`config.mk`:
```
export PLATFORM = sky130hd
export DESIGN_NAME = memory_game
export DESIGN_NICKNAME = d
export VERILOG_FILES = /design/src/game_pkg.sv /design/src/game_ctrl_if.sv /design/src/play_datapath.sv /design/src/move_timer.sv /design/src/game_control.sv /design/src/hex7seg.sv /design/src/memory_game.sv
export SDC_FILE = /design/constraint.sdc
export NUM_CORES = 1
export LEC_CHECK = 0
export BUFFER_PORTS_ARGS = -buffer_cell sky130_fd_sc_hd__buf_2
export CAP_MARGIN = 30
export CORE_ASPECT_RATIO = 0.75
export CORE_MARGIN = 2
export CORE_UTILIZATION = 50
export CTS_CLUSTER_DIAMETER = 100
export DETAILED_ROUTE_END_ITERATION = 16
export PLACE_DENSITY = 0.7
export REMOVE_ABC_BUFFERS = 1
export SYNTH_ARGS = -nofsm -noshare
export SYNTH_HDL_FRONTEND = slang
export SYNTH_SLANG_ARGS = --single-unit
```
`constraint.sdc`:
```
create_clock -name clock -period 5.7 [get_ports clock]
set_clock_uncertainty 0.1 [all_clocks]
set_input_delay 0.285 -clock clock [delete_from_list [all_inputs] [get_ports clock]]
set_output_delay 0.285 -clock clock [all_outputs]
set_load 0.02 [all_outputs]
```
`src/game_pkg.sv`:
```
/*
 * Memory game shared definitions
 * Vector types, FSM state encoding, the fixed color sequence
 * and the final round index for each level
 */
package game_pkg;

    // One-hot color, bit 0 is the first button and LED
    typedef logic [3:0] color_t;

    // Sequence index, also used as the round number
    typedef logic [3:0] addr_t;

    typedef logic [3:0] nibble_t;

    // Active-low segments, bit 6 is g and bit 0 is a
    typedef logic [6:0] seg7_t;

    typedef enum logic [3:0] {
        IDLE       = 4'd0,
        INIT       = 4'd1,
        SHOW_STEP  = 4'd2,
        SHOW_GAP   = 4'd3,
        WAIT_MOVE  = 4'd4,
        CHECK      = 4'd5,
        NEXT_ROUND = 4'd6,
        WON        = 4'd7,
        LOST       = 4'd8
    } game_state_t;

    // Fixed game sequence, one entry per step
    localparam color_t SEQ_TABLE [16] = '{
        4'b0001, 4'b0100, 4'b0010, 4'b1000,
        4'b0100, 4'b0001, 4'b1000, 4'b0010,
        4'b0010, 4'b1000, 4'b0001, 4'b0100,
        4'b1000, 4'b0010, 4'b0100, 4'b0001
    };

    // Last round index for nivel_jogadas low and high
    localparam addr_t ROUNDS_SHORT = 4'd3;
    localparam addr_t ROUNDS_LONG  = 4'd15;

endpackage

```
`src/game_ctrl_if.sv`:
```
/*
 * Control to datapath link of the memory game
 * Commands from the FSM and status back from the play datapath
 */
`timescale 1ns/1ns

interface game_ctrl_if;

    // Commands
    logic clr_round;
    logic inc_round;
    logic clr_addr;
    logic inc_addr;
    logic latch_levels;
    logic show_led;

    // Conditions
    logic               last_addr;
    logic               last_round;
    logic               move_made;
    logic               move_ok;
    logic               lvl_time;
    game_pkg::addr_t    round;

    modport ctrl (
        output clr_round, inc_round, clr_addr, inc_addr, latch_levels, show_led,
        input  last_addr, last_round, move_made, move_ok
    );

    modport dp (
        input  clr_round, inc_round, clr_addr, inc_addr, latch_levels, show_led,
        output last_addr, last_round, move_made, move_ok, lvl_time, round
    );

endinterface

```
`src/play_datapath.sv`:
```
/*
 * Play datapath of the memory game
 * Level registers, round and address counters, button press
 * detection and the check of each move against the sequence
 */
`timescale 1ns/1ns

module play_datapath (
    input  logic               clock,
    input  logic               arst_n,
    input  game_pkg::color_t   botoes,
    input  logic               nivel_jogadas,
    input  logic               nivel_tempo,
    game_ctrl_if.dp            cif,
    output game_pkg::color_t   leds
);

    logic               lvl_rounds;
    logic               lvl_time_q;
    game_pkg::addr_t    round_q;
    game_pkg::addr_t    addr_q;
    game_pkg::addr_t    final_round;
    game_pkg::color_t   btn_prev;
    game_pkg::color_t   press_q;
    logic               move_made_q;

    // Levels are sampled once per game
    always_ff @(posedge clock or negedge arst_n) begin
        if (!arst_n) begin
            lvl_rounds <= 1'b0;
            lvl_time_q <= 1'b0;
        end else if (cif.latch_levels) begin
            lvl_rounds <= nivel_jogadas;
            lvl_time_q <= nivel_tempo;
        end
    end

    always_ff @(posedge clock or negedge arst_n) begin
        if (!arst_n) begin
            round_q <= '0;
        end else if (cif.clr_round) begin
            round_q <= '0;
        end else if (cif.inc_round) begin
            round_q <= round_q + 4'd1;
        end
    end

    // Address walks the sequence in both the show and the play phase
    always_ff @(posedge clock or negedge arst_n) begin
        if (!arst_n) begin
            addr_q <= '0;
        end else if (cif.clr_addr) begin
            addr_q <= '0;
        end else if (cif.inc_addr) begin
            addr_q <= addr_q + 4'd1;
        end
    end

    // Press is a step from all released to any pressed
    always_ff @(posedge clock or negedge arst_n) begin
        if (!arst_n) begin
            btn_prev    <= '0;
            move_made_q <= 1'b0;
        end else begin
            btn_prev    <= botoes;
            move_made_q <= (btn_prev == '0) && (botoes != '0);
        end
    end

    // Button pattern of the press, held until the next one
    always_ff @(posedge clock) begin
        if ((btn_prev == '0) && (botoes != '0)) begin
            press_q <= botoes;
        end
    end

    assign final_round = lvl_rounds ? game_pkg::ROUNDS_LONG : game_pkg::ROUNDS_SHORT;

    assign cif.move_made  = move_made_q;
    assign cif.move_ok    = (press_q == game_pkg::SEQ_TABLE[addr_q]);
    assign cif.last_addr  = (addr_q == round_q);
    assign cif.last_round = (round_q == final_round);
    assign cif.lvl_time   = lvl_time_q;
    assign cif.round      = round_q;

    // Sequence color while a step is on show, dark otherwise
    assign leds = cif.show_led ? game_pkg::SEQ_TABLE[addr_q] : '0;

endmodule

```
`src/move_timer.sv`:
```
/*
 * Move timer of the memory game
 * One counter paces the show steps and measures the move timeout,
 * which is halved at the fast time level
 */
`timescale 1ns/1ns

module move_timer #(
    parameter int SHOW_CYCLES    = 4,
    parameter int TIMEOUT_CYCLES = 40
) (
    input  logic clock,
    input  logic arst_n,
    input  logic clr_timer,
    input  logic run_show,
    input  logic run_move,
    input  logic lvl_time,
    output logic show_done,
    output logic timeout
);

    // Wide enough for the longer of the two limits
    localparam int CNT_W = $clog2(TIMEOUT_CYCLES + SHOW_CYCLES + 1);

    localparam logic [CNT_W-1:0] CNT_MAX   = '1;
    localparam logic [CNT_W-1:0] SHOW_LAST = CNT_W'(SHOW_CYCLES - 1);
    localparam logic [CNT_W-1:0] FULL_LAST = CNT_W'(TIMEOUT_CYCLES - 1);
    localparam logic [CNT_W-1:0] HALF_LAST = CNT_W'(TIMEOUT_CYCLES / 2 - 1);

    logic [CNT_W-1:0] cnt;
    logic [CNT_W-1:0] move_last;

    // lvl_time high selects the short timeout
    assign move_last = lvl_time ? HALF_LAST : FULL_LAST;

    // Saturates so a forgotten run cannot wrap back to a match
    always_ff @(posedge clock or negedge arst_n) begin
        if (!arst_n) begin
            cnt <= '0;
        end else if (clr_timer) begin
            cnt <= '0;
        end else if ((run_show || run_move) && (cnt != CNT_MAX)) begin
            cnt <= cnt + 1'b1;
        end
    end

    always_ff @(posedge clock or negedge arst_n) begin
        if (!arst_n) begin
            show_done <= 1'b0;
            timeout   <= 1'b0;
        end else begin
            show_done <= run_show && (cnt == SHOW_LAST);
            timeout   <= run_move && (cnt == move_last);
        end
    end

endmodule

```
`src/game_control.sv`:
```
/*
 * Control FSM of the memory game
 * Shows the sequence up to the current round, waits for the moves,
 * checks them and ends the game with a win or a loss
 */
`timescale 1ns/1ns

module game_control (
    input  logic                    clock,
    input  logic                    arst_n,
    input  logic                    iniciar,
    game_ctrl_if.ctrl               cif,
    input  logic                    show_done,
    input  logic                    timeout,
    output logic                    clr_timer,
    output logic                    run_show,
    output logic                    run_move,
    output logic                    ganhou,
    output logic                    perdeu,
    output logic                    pronto,
    output logic                    vez_jogador,
    output logic                    pulso_buzzer,
    output logic                    db_timeout,
    output game_pkg::game_state_t   state
);

    game_pkg::game_state_t state_nx;

    always_ff @(posedge clock or negedge arst_n) begin
        if (!arst_n) begin
            state <= game_pkg::IDLE;
        end else begin
            state <= state_nx;
        end
    end

    always_comb begin
        state_nx         = state;
        cif.clr_round    = 1'b0;
        cif.inc_round    = 1'b0;
        cif.clr_addr     = 1'b0;
        cif.inc_addr     = 1'b0;
        cif.latch_levels = 1'b0;
        cif.show_led     = 1'b0;
        clr_timer        = 1'b0;
        run_show         = 1'b0;
        run_move         = 1'b0;

        unique case (state)
            game_pkg::IDLE: begin
                if (iniciar) state_nx = game_pkg::INIT;
            end
            game_pkg::INIT: begin
                cif.latch_levels = 1'b1;
                cif.clr_round    = 1'b1;
                cif.clr_addr     = 1'b1;
                clr_timer        = 1'b1;
                state_nx         = game_pkg::SHOW_STEP;
            end
            game_pkg::SHOW_STEP: begin
                cif.show_led = 1'b1;
                run_show     = 1'b1;
                if (show_done) begin
                    clr_timer = 1'b1;
                    state_nx  = game_pkg::SHOW_GAP;
                end
            end
            // Dark pause after each step; the last one hands over to the player
            game_pkg::SHOW_GAP: begin
                run_show = 1'b1;
                if (show_done) begin
                    clr_timer = 1'b1;
                    if (cif.last_addr) begin
                        cif.clr_addr = 1'b1;
                        state_nx     = game_pkg::WAIT_MOVE;
                    end else begin
                        cif.inc_addr = 1'b1;
                        state_nx     = game_pkg::SHOW_STEP;
                    end
                end
            end
            game_pkg::WAIT_MOVE: begin
                run_move = 1'b1;
                // A press wins over a timeout in the same cycle
                if (cif.move_made) begin
                    state_nx = cif.move_ok ? game_pkg::CHECK : game_pkg::LOST;
                end else if (timeout) begin
                    state_nx = game_pkg::LOST;
                end
            end
            game_pkg::CHECK: begin
                clr_timer = 1'b1;
                if (cif.last_addr) begin
                    state_nx = cif.last_round ? game_pkg::WON : game_pkg::NEXT_ROUND;
                end else begin
                    cif.inc_addr = 1'b1;
                    state_nx     = game_pkg::WAIT_MOVE;
                end
            end
            game_pkg::NEXT_ROUND: begin
                cif.inc_round = 1'b1;
                cif.clr_addr  = 1'b1;
                clr_timer     = 1'b1;
                state_nx      = game_pkg::SHOW_STEP;
            end
            game_pkg::WON, game_pkg::LOST: begin
                if (iniciar) state_nx = game_pkg::INIT;
            end
            default: state_nx = game_pkg::IDLE;
        endcase
    end

    // Buzzer pulse and timeout cause
    always_ff @(posedge clock or negedge arst_n) begin
        if (!arst_n) begin
            pulso_buzzer <= 1'b0;
            db_timeout   <= 1'b0;
        end else begin
            pulso_buzzer <= (state == game_pkg::WAIT_MOVE) && cif.move_made;
            if (state == game_pkg::INIT) begin
                db_timeout <= 1'b0;
            end else if ((state == game_pkg::WAIT_MOVE) && timeout && !cif.move_made) begin
                db_timeout <= 1'b1;
            end
        end
    end

    assign ganhou      = (state == game_pkg::WON);
    assign perdeu      = (state == game_pkg::LOST);
    assign pronto      = ganhou || perdeu;
    assign vez_jogador = (state == game_pkg::WAIT_MOVE);

endmodule

```
`src/hex7seg.sv`:
```
/*
 * Hex digit to seven-segment decoder, active-low outputs
 */
`timescale 1ns/1ns

module hex7seg (
    input  game_pkg::nibble_t hexa,
    output game_pkg::seg7_t   display
);

    // Segment order gfedcba
    always_comb begin
        unique case (hexa)
            4'h0: display = 7'b1000000;
            4'h1: display = 7'b1111001;
            4'h2: display = 7'b0100100;
            4'h3: display = 7'b0110000;
            4'h4: display = 7'b0011001;
            4'h5: display = 7'b0010010;
            4'h6: display = 7'b0000010;
            4'h7: display = 7'b1111000;
            4'h8: display = 7'b0000000;
            4'h9: display = 7'b0010000;
            4'hA: display = 7'b0001000;
            4'hB: display = 7'b0000011;
            4'hC: display = 7'b1000110;
            4'hD: display = 7'b0100001;
            4'hE: display = 7'b0000110;
            default: display = 7'b0001110;
        endcase
    end

endmodule

```
`src/memory_game.sv`:
```
/*
 * Memory game top level
 * Wires the play datapath, move timer and control FSM together,
 * and drives the state and round displays
 */
`timescale 1ns/1ns

module memory_game #(
    parameter int SHOW_CYCLES    = 4,
    parameter int TIMEOUT_CYCLES = 40
) (
    input  logic               clock,
    input  logic               arst_n,
    input  logic               iniciar,
    input  game_pkg::color_t   botoes,
    input  logic               nivel_jogadas,
    input  logic               nivel_tempo,
    output logic               ganhou,
    output logic               perdeu,
    output logic               pronto,
    output logic               vez_jogador,
    output game_pkg::color_t   leds,
    output logic               pulso_buzzer,
    output game_pkg::seg7_t    db_estado,
    output game_pkg::seg7_t    db_rodada,
    output logic               db_timeout
);

    game_ctrl_if cif ();

    logic                   clr_timer;
    logic                   run_show;
    logic                   run_move;
    logic                   show_done;
    logic                   timeout;
    game_pkg::game_state_t  state;
    game_pkg::color_t       seq_leds;

    play_datapath i_play_datapath (
        .clock         ( clock         ),
        .arst_n        ( arst_n        ),
        .botoes        ( botoes        ),
        .nivel_jogadas ( nivel_jogadas ),
        .nivel_tempo   ( nivel_tempo   ),
        .cif           ( cif.dp        ),
        .leds          ( seq_leds      )
    );

    move_timer #(
        .SHOW_CYCLES    ( SHOW_CYCLES    ),
        .TIMEOUT_CYCLES ( TIMEOUT_CYCLES )
    ) i_move_timer (
        .clock     ( clock        ),
        .arst_n    ( arst_n       ),
        .clr_timer ( clr_timer    ),
        .run_show  ( run_show     ),
        .run_move  ( run_move     ),
        .lvl_time  ( cif.lvl_time ),
        .show_done ( show_done    ),
        .timeout   ( timeout      )
    );

    game_control i_game_control (
        .clock        ( clock        ),
        .arst_n       ( arst_n       ),
        .iniciar      ( iniciar      ),
        .cif          ( cif.ctrl     ),
        .show_done    ( show_done    ),
        .timeout      ( timeout      ),
        .clr_timer    ( clr_timer    ),
        .run_show     ( run_show     ),
        .run_move     ( run_move     ),
        .ganhou       ( ganhou       ),
        .perdeu       ( perdeu       ),
        .pronto       ( pronto       ),
        .vez_jogador  ( vez_jogador  ),
        .pulso_buzzer ( pulso_buzzer ),
        .db_timeout   ( db_timeout   ),
        .state        ( state        )
    );

    // Player's turn echoes the buttons on the LEDs
    assign leds = vez_jogador ? botoes : seq_leds;

    hex7seg i_display_estado (
        .hexa    ( game_pkg::nibble_t'(state) ),
        .display ( db_estado                  )
    );

    hex7seg i_display_rodada (
        .hexa    ( cif.round ),
        .display ( db_rodada )
    );

endmodule

```
# Word-level counts from Yosys, hierarchy flattened
# Memory sizes are Yosys's and may differ from the RTL's.
# Index checks and enable logic that the tools add are counted.
# classes
addsub	3
order_cmp	1
eq_ne	18
mux	37
n_bitwise	1
n_reduce_logical	22
# op_table
op	count
$mux W4	16
$pmux W4 S6	1
$mux W6	3
$eq A4 B3 Y1 const B	4
$mux W1	13
$eq A4 B4 Y1	3
$add A4 B1 Y4 const B	2
$eq A4 B2 Y1 const B	2
$logic_not A4 Y1	2
$reduce_bool A2 Y1	4
$logic_and A1 B1 Y1	7
$add A6 B1 Y6 const B	1
$eq A6 B2 Y1 const B	1
$eq A6 B6 Y1	1
$ne A6 B6 Y1 const B	1
$pmux W1 S2	3
$reduce_or A3 Y1	2
$ge A5 B5 Y1 const B	1
$not A4 Y5	1
$eq A4 B1 Y1 const B	1
$eq A4 B4 Y1 const B	1
$ne A2 B2 Y1 const B	2
$reduce_and A4 Y1	1
$reduce_bool A4 Y1	1
other kinds (6)	8
# word_totals
register_bits	33
rom_bits	288
inputBits	9
output_inout_bits	24
mem_count	3
# memory_table
name	depth	word_bits	rd	rd_ports_with_merged_regs	write_ports	line_no	rtl
(no name shown)	16	7	1	0	0	hex7seg.sv:13	unique case (hexa)
(no name shown)	16	7	1	0	0	hex7seg.sv:13	
(no name shown)	16	4	1	0	0	play_datapath.sv:80	assign cif.move_ok = (press_q == game_pkg::SEQ_TABLE[addr_q]);

# Longest topological paths before layout
# logic_depth
ltp_word	8
ltp_mapped	8
depth_no_buf	7

# Cells and area by module
# Synthesis repeated with hierarchy kept, for this count alone.
# unflattened
cells_unflattened	292
hier_area_um2	2718.9
# modules_own_cells
mod	instances	cells_per_inst	area_each_um2	seq_area_each_um2
play_datapath	1	99	1088.5	495.5
game_control	1	71	590.6	150.1
move_timer	1	51	471.7	200.2
hex7seg at i_display_estado	1	32	275.3	0.0
hex7seg at i_display_rodada	1	35	247.7	0.0
memory_game	1	4	45.0	0.0

# Worst setup path after synthesis
# Ideal clock, no wire load.
# synth_timing
path_kind	register to register
startpoint	register i_game_control.state[0]
endpoint	register i_game_control.state[2]
setup_time_ps	126
t_arrival_ps	1808
t_required_ps	5474
path_slack_ps	3666
path_stages_with_launch	8
cell_sequence	dfrtp_1 > inv_1 > ha_1 > nand3b_4 > or3_4 > o221ai_4 > a211oi_2 > a221o_1
# synth_via
elab_chain_cells	4
# synth_lines
element	line_no	rtl
start: declaration	game_control.sv:24	output game_pkg::game_state_t state
start signal: assignment	game_control.sv:31	state <= game_pkg::IDLE;
start signal: assignment	game_control.sv:33	state <= state_nx;
$eq A4 B4 Y1 (tied with other cells)	game_control.sv:49	unique case (state)
$reduce_or A3 Y1 (no line)	--	
$ne A2 B1 Y1 (no line)	--	
$reduce_and A4 Y1 (no line)	--	
# Several ways; a longest one is shown, not always the timed one.
# A chain may end at the register's enable or synchronous reset.

# Worst setup path in the final report
# layout_timing
startpoint	register i_play_datapath.addr_q[0]
endpoint	output leds[0]
# layout_via
elab_chain_cells	6
# layout_lines
element	line_no	rtl
start: declaration	play_datapath.sv:21	game_pkg::addr_t addr_q;
start signal: assignment	play_datapath.sv:55	addr_q <= addr_q + 4'd1;
$not A4 Y5 (implied by the code)	play_datapath.sv:87	assign leds = cif.show_led ? game_pkg::SEQ_TABLE[addr_q] : '0;
$mem_v2 Z16 W4	--	
$mux W4 (2 in a row)	--	
$mux W4	play_datapath.sv:87	
$mux W4	memory_game.sv:83	assign leds = vez_jogador ? botoes : seq_leds;
end: declaration	memory_game.sv:22	output game_pkg::color_t leds,
# Every way passes these cells. The select of a mux whose other input is x is not followed.

==> qor.yml <==
placed_design:
  dpl_worst_slack_ps: 3460
  placed_area_mm2: 0.002579
  place_congestion: 0.8212
  dpl.hpwl_um: 3782
  io_buffer_count: 32
cells_and_area:
  fillers: 454
  final_common_cell: "buf_2"
  layout-drive-gt1-share_pct: 20.64
  layout_common_cells: "32 x buf_2, 29 x dfrtp_1, 24 x nor2_1, 22 x nand2_1, 21 x o21ai_0"
  layout.nets: 306
  fin_area_mm2: 0.002671
  area_growth_pct: 8.707
  diodes: 0
setup_path:
  max_stage_delay_ps: 540
  crit_type: "register to primary output"
  crit_family: "multiplexers"
  path_buf_inv: 2
  endpoint_kind: "primary output"
  cp_cell_sequence: "inv_1, ha_1, mux4_1, a32o_1, buf_2"
  cp_max_fo: 6
  cp_slowest_cell: "mux4_1"
  crit_arrival_ps: 2070
  start_kind: "register"
  crit_required_ps: 5320
pwr:
  p_leak_nw: 1.202
  p_total_w: 0.001068
  powerDensity_mw_per_mm2: 399.7
  peakVddDrop_v: 0.0002537
logic_synthesis:
  ys_types: 55
  syn_area_mm2: 0.002457
  ys_ff_latch: 33
  avgSynthCellArea_um2: 9.599
  ys_warn_count: 0
  syn_inst: 256
  seq_area_frac_synth_pct: 34.42
floorplanning:
  initial_core_util_pct: 51.01
  die_y_um: 64.72
  coreArea_mm2: 0.004817
  die_area_mm2: 0.005498
  rows: 22
  ioPinCount: 33
  die_w_um: 84.95
grt:
  first_global_vias: 1761
  grtUsageTotal_pct: 20.34
  grt_max_degree: 30
  grt_overflow: 0
  grt_antenna_before_repair: 0
  grt_pass1_wl_um: 8894
routing:
  viasPerCell: 5.607
  wire_per_inst_um: 15.17
  drc: 0
  first_pass_iters: 4
  ant_nets: 0
  drt_iter0_markers: 117
  finalWirelength_um: 5173
  routed-via-count: 1912
cts:
  clkSinkCount: 33
  clk_latency_ps: 280
  clockRootBuffer: "clkbuf_8"
  cts_made_buffers: 5
  clockBufferDepth: 2
  cts_resized: 0
  htreeDepth: 2
  cts_tree: "yes"
  clk_pin_slew_ps: 70
timing:
  setup_ws_ps: 3242
  setup_viol_count_final: 0
  post-route-period-util_pct: 43.13
  holdWs_ps: 51.30
  fin_crit_ps: 2458
  finalHoldViolCount: 0
  fmax_mhz: 406.8
  rsz0062_at_grt: "no"
  final.setup.tns_ps: 0
  slew_viol_final: 0
  slew_headroom_pct: 50.70
  tightest_slew_ps: 739.5
run_status:
  outcome: "finished, final reports clean"
job:
  drv_cap: 0
hold_path:
  hold_class: "input port to register"
worst reg2reg max path, delay by kind of cell (launching register included):
family	cells	cell delay, ps
buf+inv	1	190
compound gates	3	520
flops	1	430
fa+ha+maj	1	370
simple gates	2	540
metal layers:
layer  wire (um)  up-vias  share of wire, %  GRT usage, %
met5           0        -                 0             0
met4          44        0              0.85         4.167
met3         194        5               3.8         4.331
met2        2092       34                40         28.52
met1        2842      921                55         32.01
li1            -      952                 -             -
state kept, by name (all words and copies together), names as in the netlist:
register                       cells
i_game_control.pulso_buzzer        1
i_game_control.db_timeout          1
i_play_datapath.lvl_rounds         1
i_play_datapath.addr_q             4
i_play_datapath.press_q            4
i_play_datapath.cif.lvl_time       1
i_play_datapath.btn_prev           4
i_move_timer.timeout               1
i_move_timer.show_done             1
i_play_datapath.cif.round          4
i_move_timer.cnt                   6
i_game_control.state               4
i_play_datapath.cif.move_made      1
cell usage after synthesis, drive strengths merged:
library cell / instances / area, um^2
xor2: 9 / 78.83
nand3b: 6 / 57.56
nand2b: 3 / 18.77
or3b: 1 / 8.760
and3: 4 / 25.02
or3: 4 / 30.03
inv: 12 / 45.04
and2: 4 / 25.02
a41o: 1 / 11.26
a21oi: 12 / 60.06
a21boi: 1 / 11.26
xnor2: 9 / 78.83
ha: 17 / 212.7
nor4: 1 / 6.260
nor3b: 1 / 7.510
edfxtp: 4 / 120.1
nand4b: 1 / 8.760
or4: 1 / 7.510
a32o: 3 / 30.03
o211ai: 1 / 7.510
nor2: 25 / 96.35
mux4: 4 / 93.84
o32ai: 1 / 8.760
buf: 11 / 75.07
mux2: 4 / 45.04
o21ai: 22 / 113.9
nand2: 22 / 82.58
dfrtp: 29 / 725.7
a211oi: 1 / 12.51
a221o: 3 / 30.03
nand4bb: 1 / 11.26
clkbuf: 5 / 38.79
mux2i: 8 / 80.08
nand4: 4 / 25.02
a31oi: 1 / 6.260
nor4b: 1 / 8.760
nor3: 3 / 20.02
nand3: 9 / 45.04
nor2b: 2 / 20.02
o31ai: 1 / 12.51
o221a: 1 / 11.26
o2111ai: 1 / 8.760
a22o: 1 / 8.760
o221ai: 1 / 26.28
metrics by stage:
stage	util, %	cells
after floorplan	-	240
after global placement	53.53	332
after detailed placement	53.53	332
after CTS	55.45	341
after global routing	55.45	341
final	55.45	341
worst paths after layout:
path	start	end	slack (ps)	cells after the start
worst max-delay path	i_play_datapath.addr_q[0]$_DFFE_PN0P_	leds[0]	3240	5
worst min-delay path	botoes[1]	i_play_datapath.btn_prev[1]$_DFF_PN0_	50	1
worst max register to register	i_game_control.state[0]$_DFFE_PN0P_	i_game_control.state[0]$_DFFE_PN0P_	3430	7
worst min register to register	i_move_timer.cnt[3]$_DFFE_PN0P_	i_move_timer.timeout$_DFF_PN0_	410	1
max in group asynchronous	arst_n	i_play_datapath.btn_prev[1]$_DFF_PN0_	4590	2
min in group asynchronous	arst_n	i_play_datapath.addr_q[2]$_DFFE_PN0P_	480	2
final cells by class:
type	count	area, um^2	share of cell area (%)
clock buffers	6	72.57	2.717
clock inverters	2	10.01	0.3747
inverters	12	45.04	1.686
multi-input cells	195	1453	54.38
flip-flops and latches	33	845.8	31.66
well taps	60	75.07	2.810
repair buffers	33	170.2	6.370
logic make-up (layout without fill, tap and decap cells):
group | after synthesis | after routing | synth area share, %
AOI/OAI and AO/OA | 51 | 51 | 14.61
xor gates and xnor gates | 18 | 18 | 6.416
adders and majority gates | 17 | 17 | 8.656
buffers and inverters | 28 | 53 | 6.466
DFF | 33 | 33 | 34.42
muxes | 16 | 16 | 8.910
and+or+nand+nor | 93 | 93 | 20.52
power by group:
part / switching (W) / internal, W
clock: 0.0000834 / 0.0000845
combinational: 0.000342 / 0.000224
sequential: 0.0000607 / 0.000273
total: 0.000486 / 0.000582
what timing repair did:
action / CTS / global route
setup buffers: 0 / 0
hold buffers: 1 / 0
hold endpoints to repair: 29 / 0
Power figures use the tool's default switching activity.
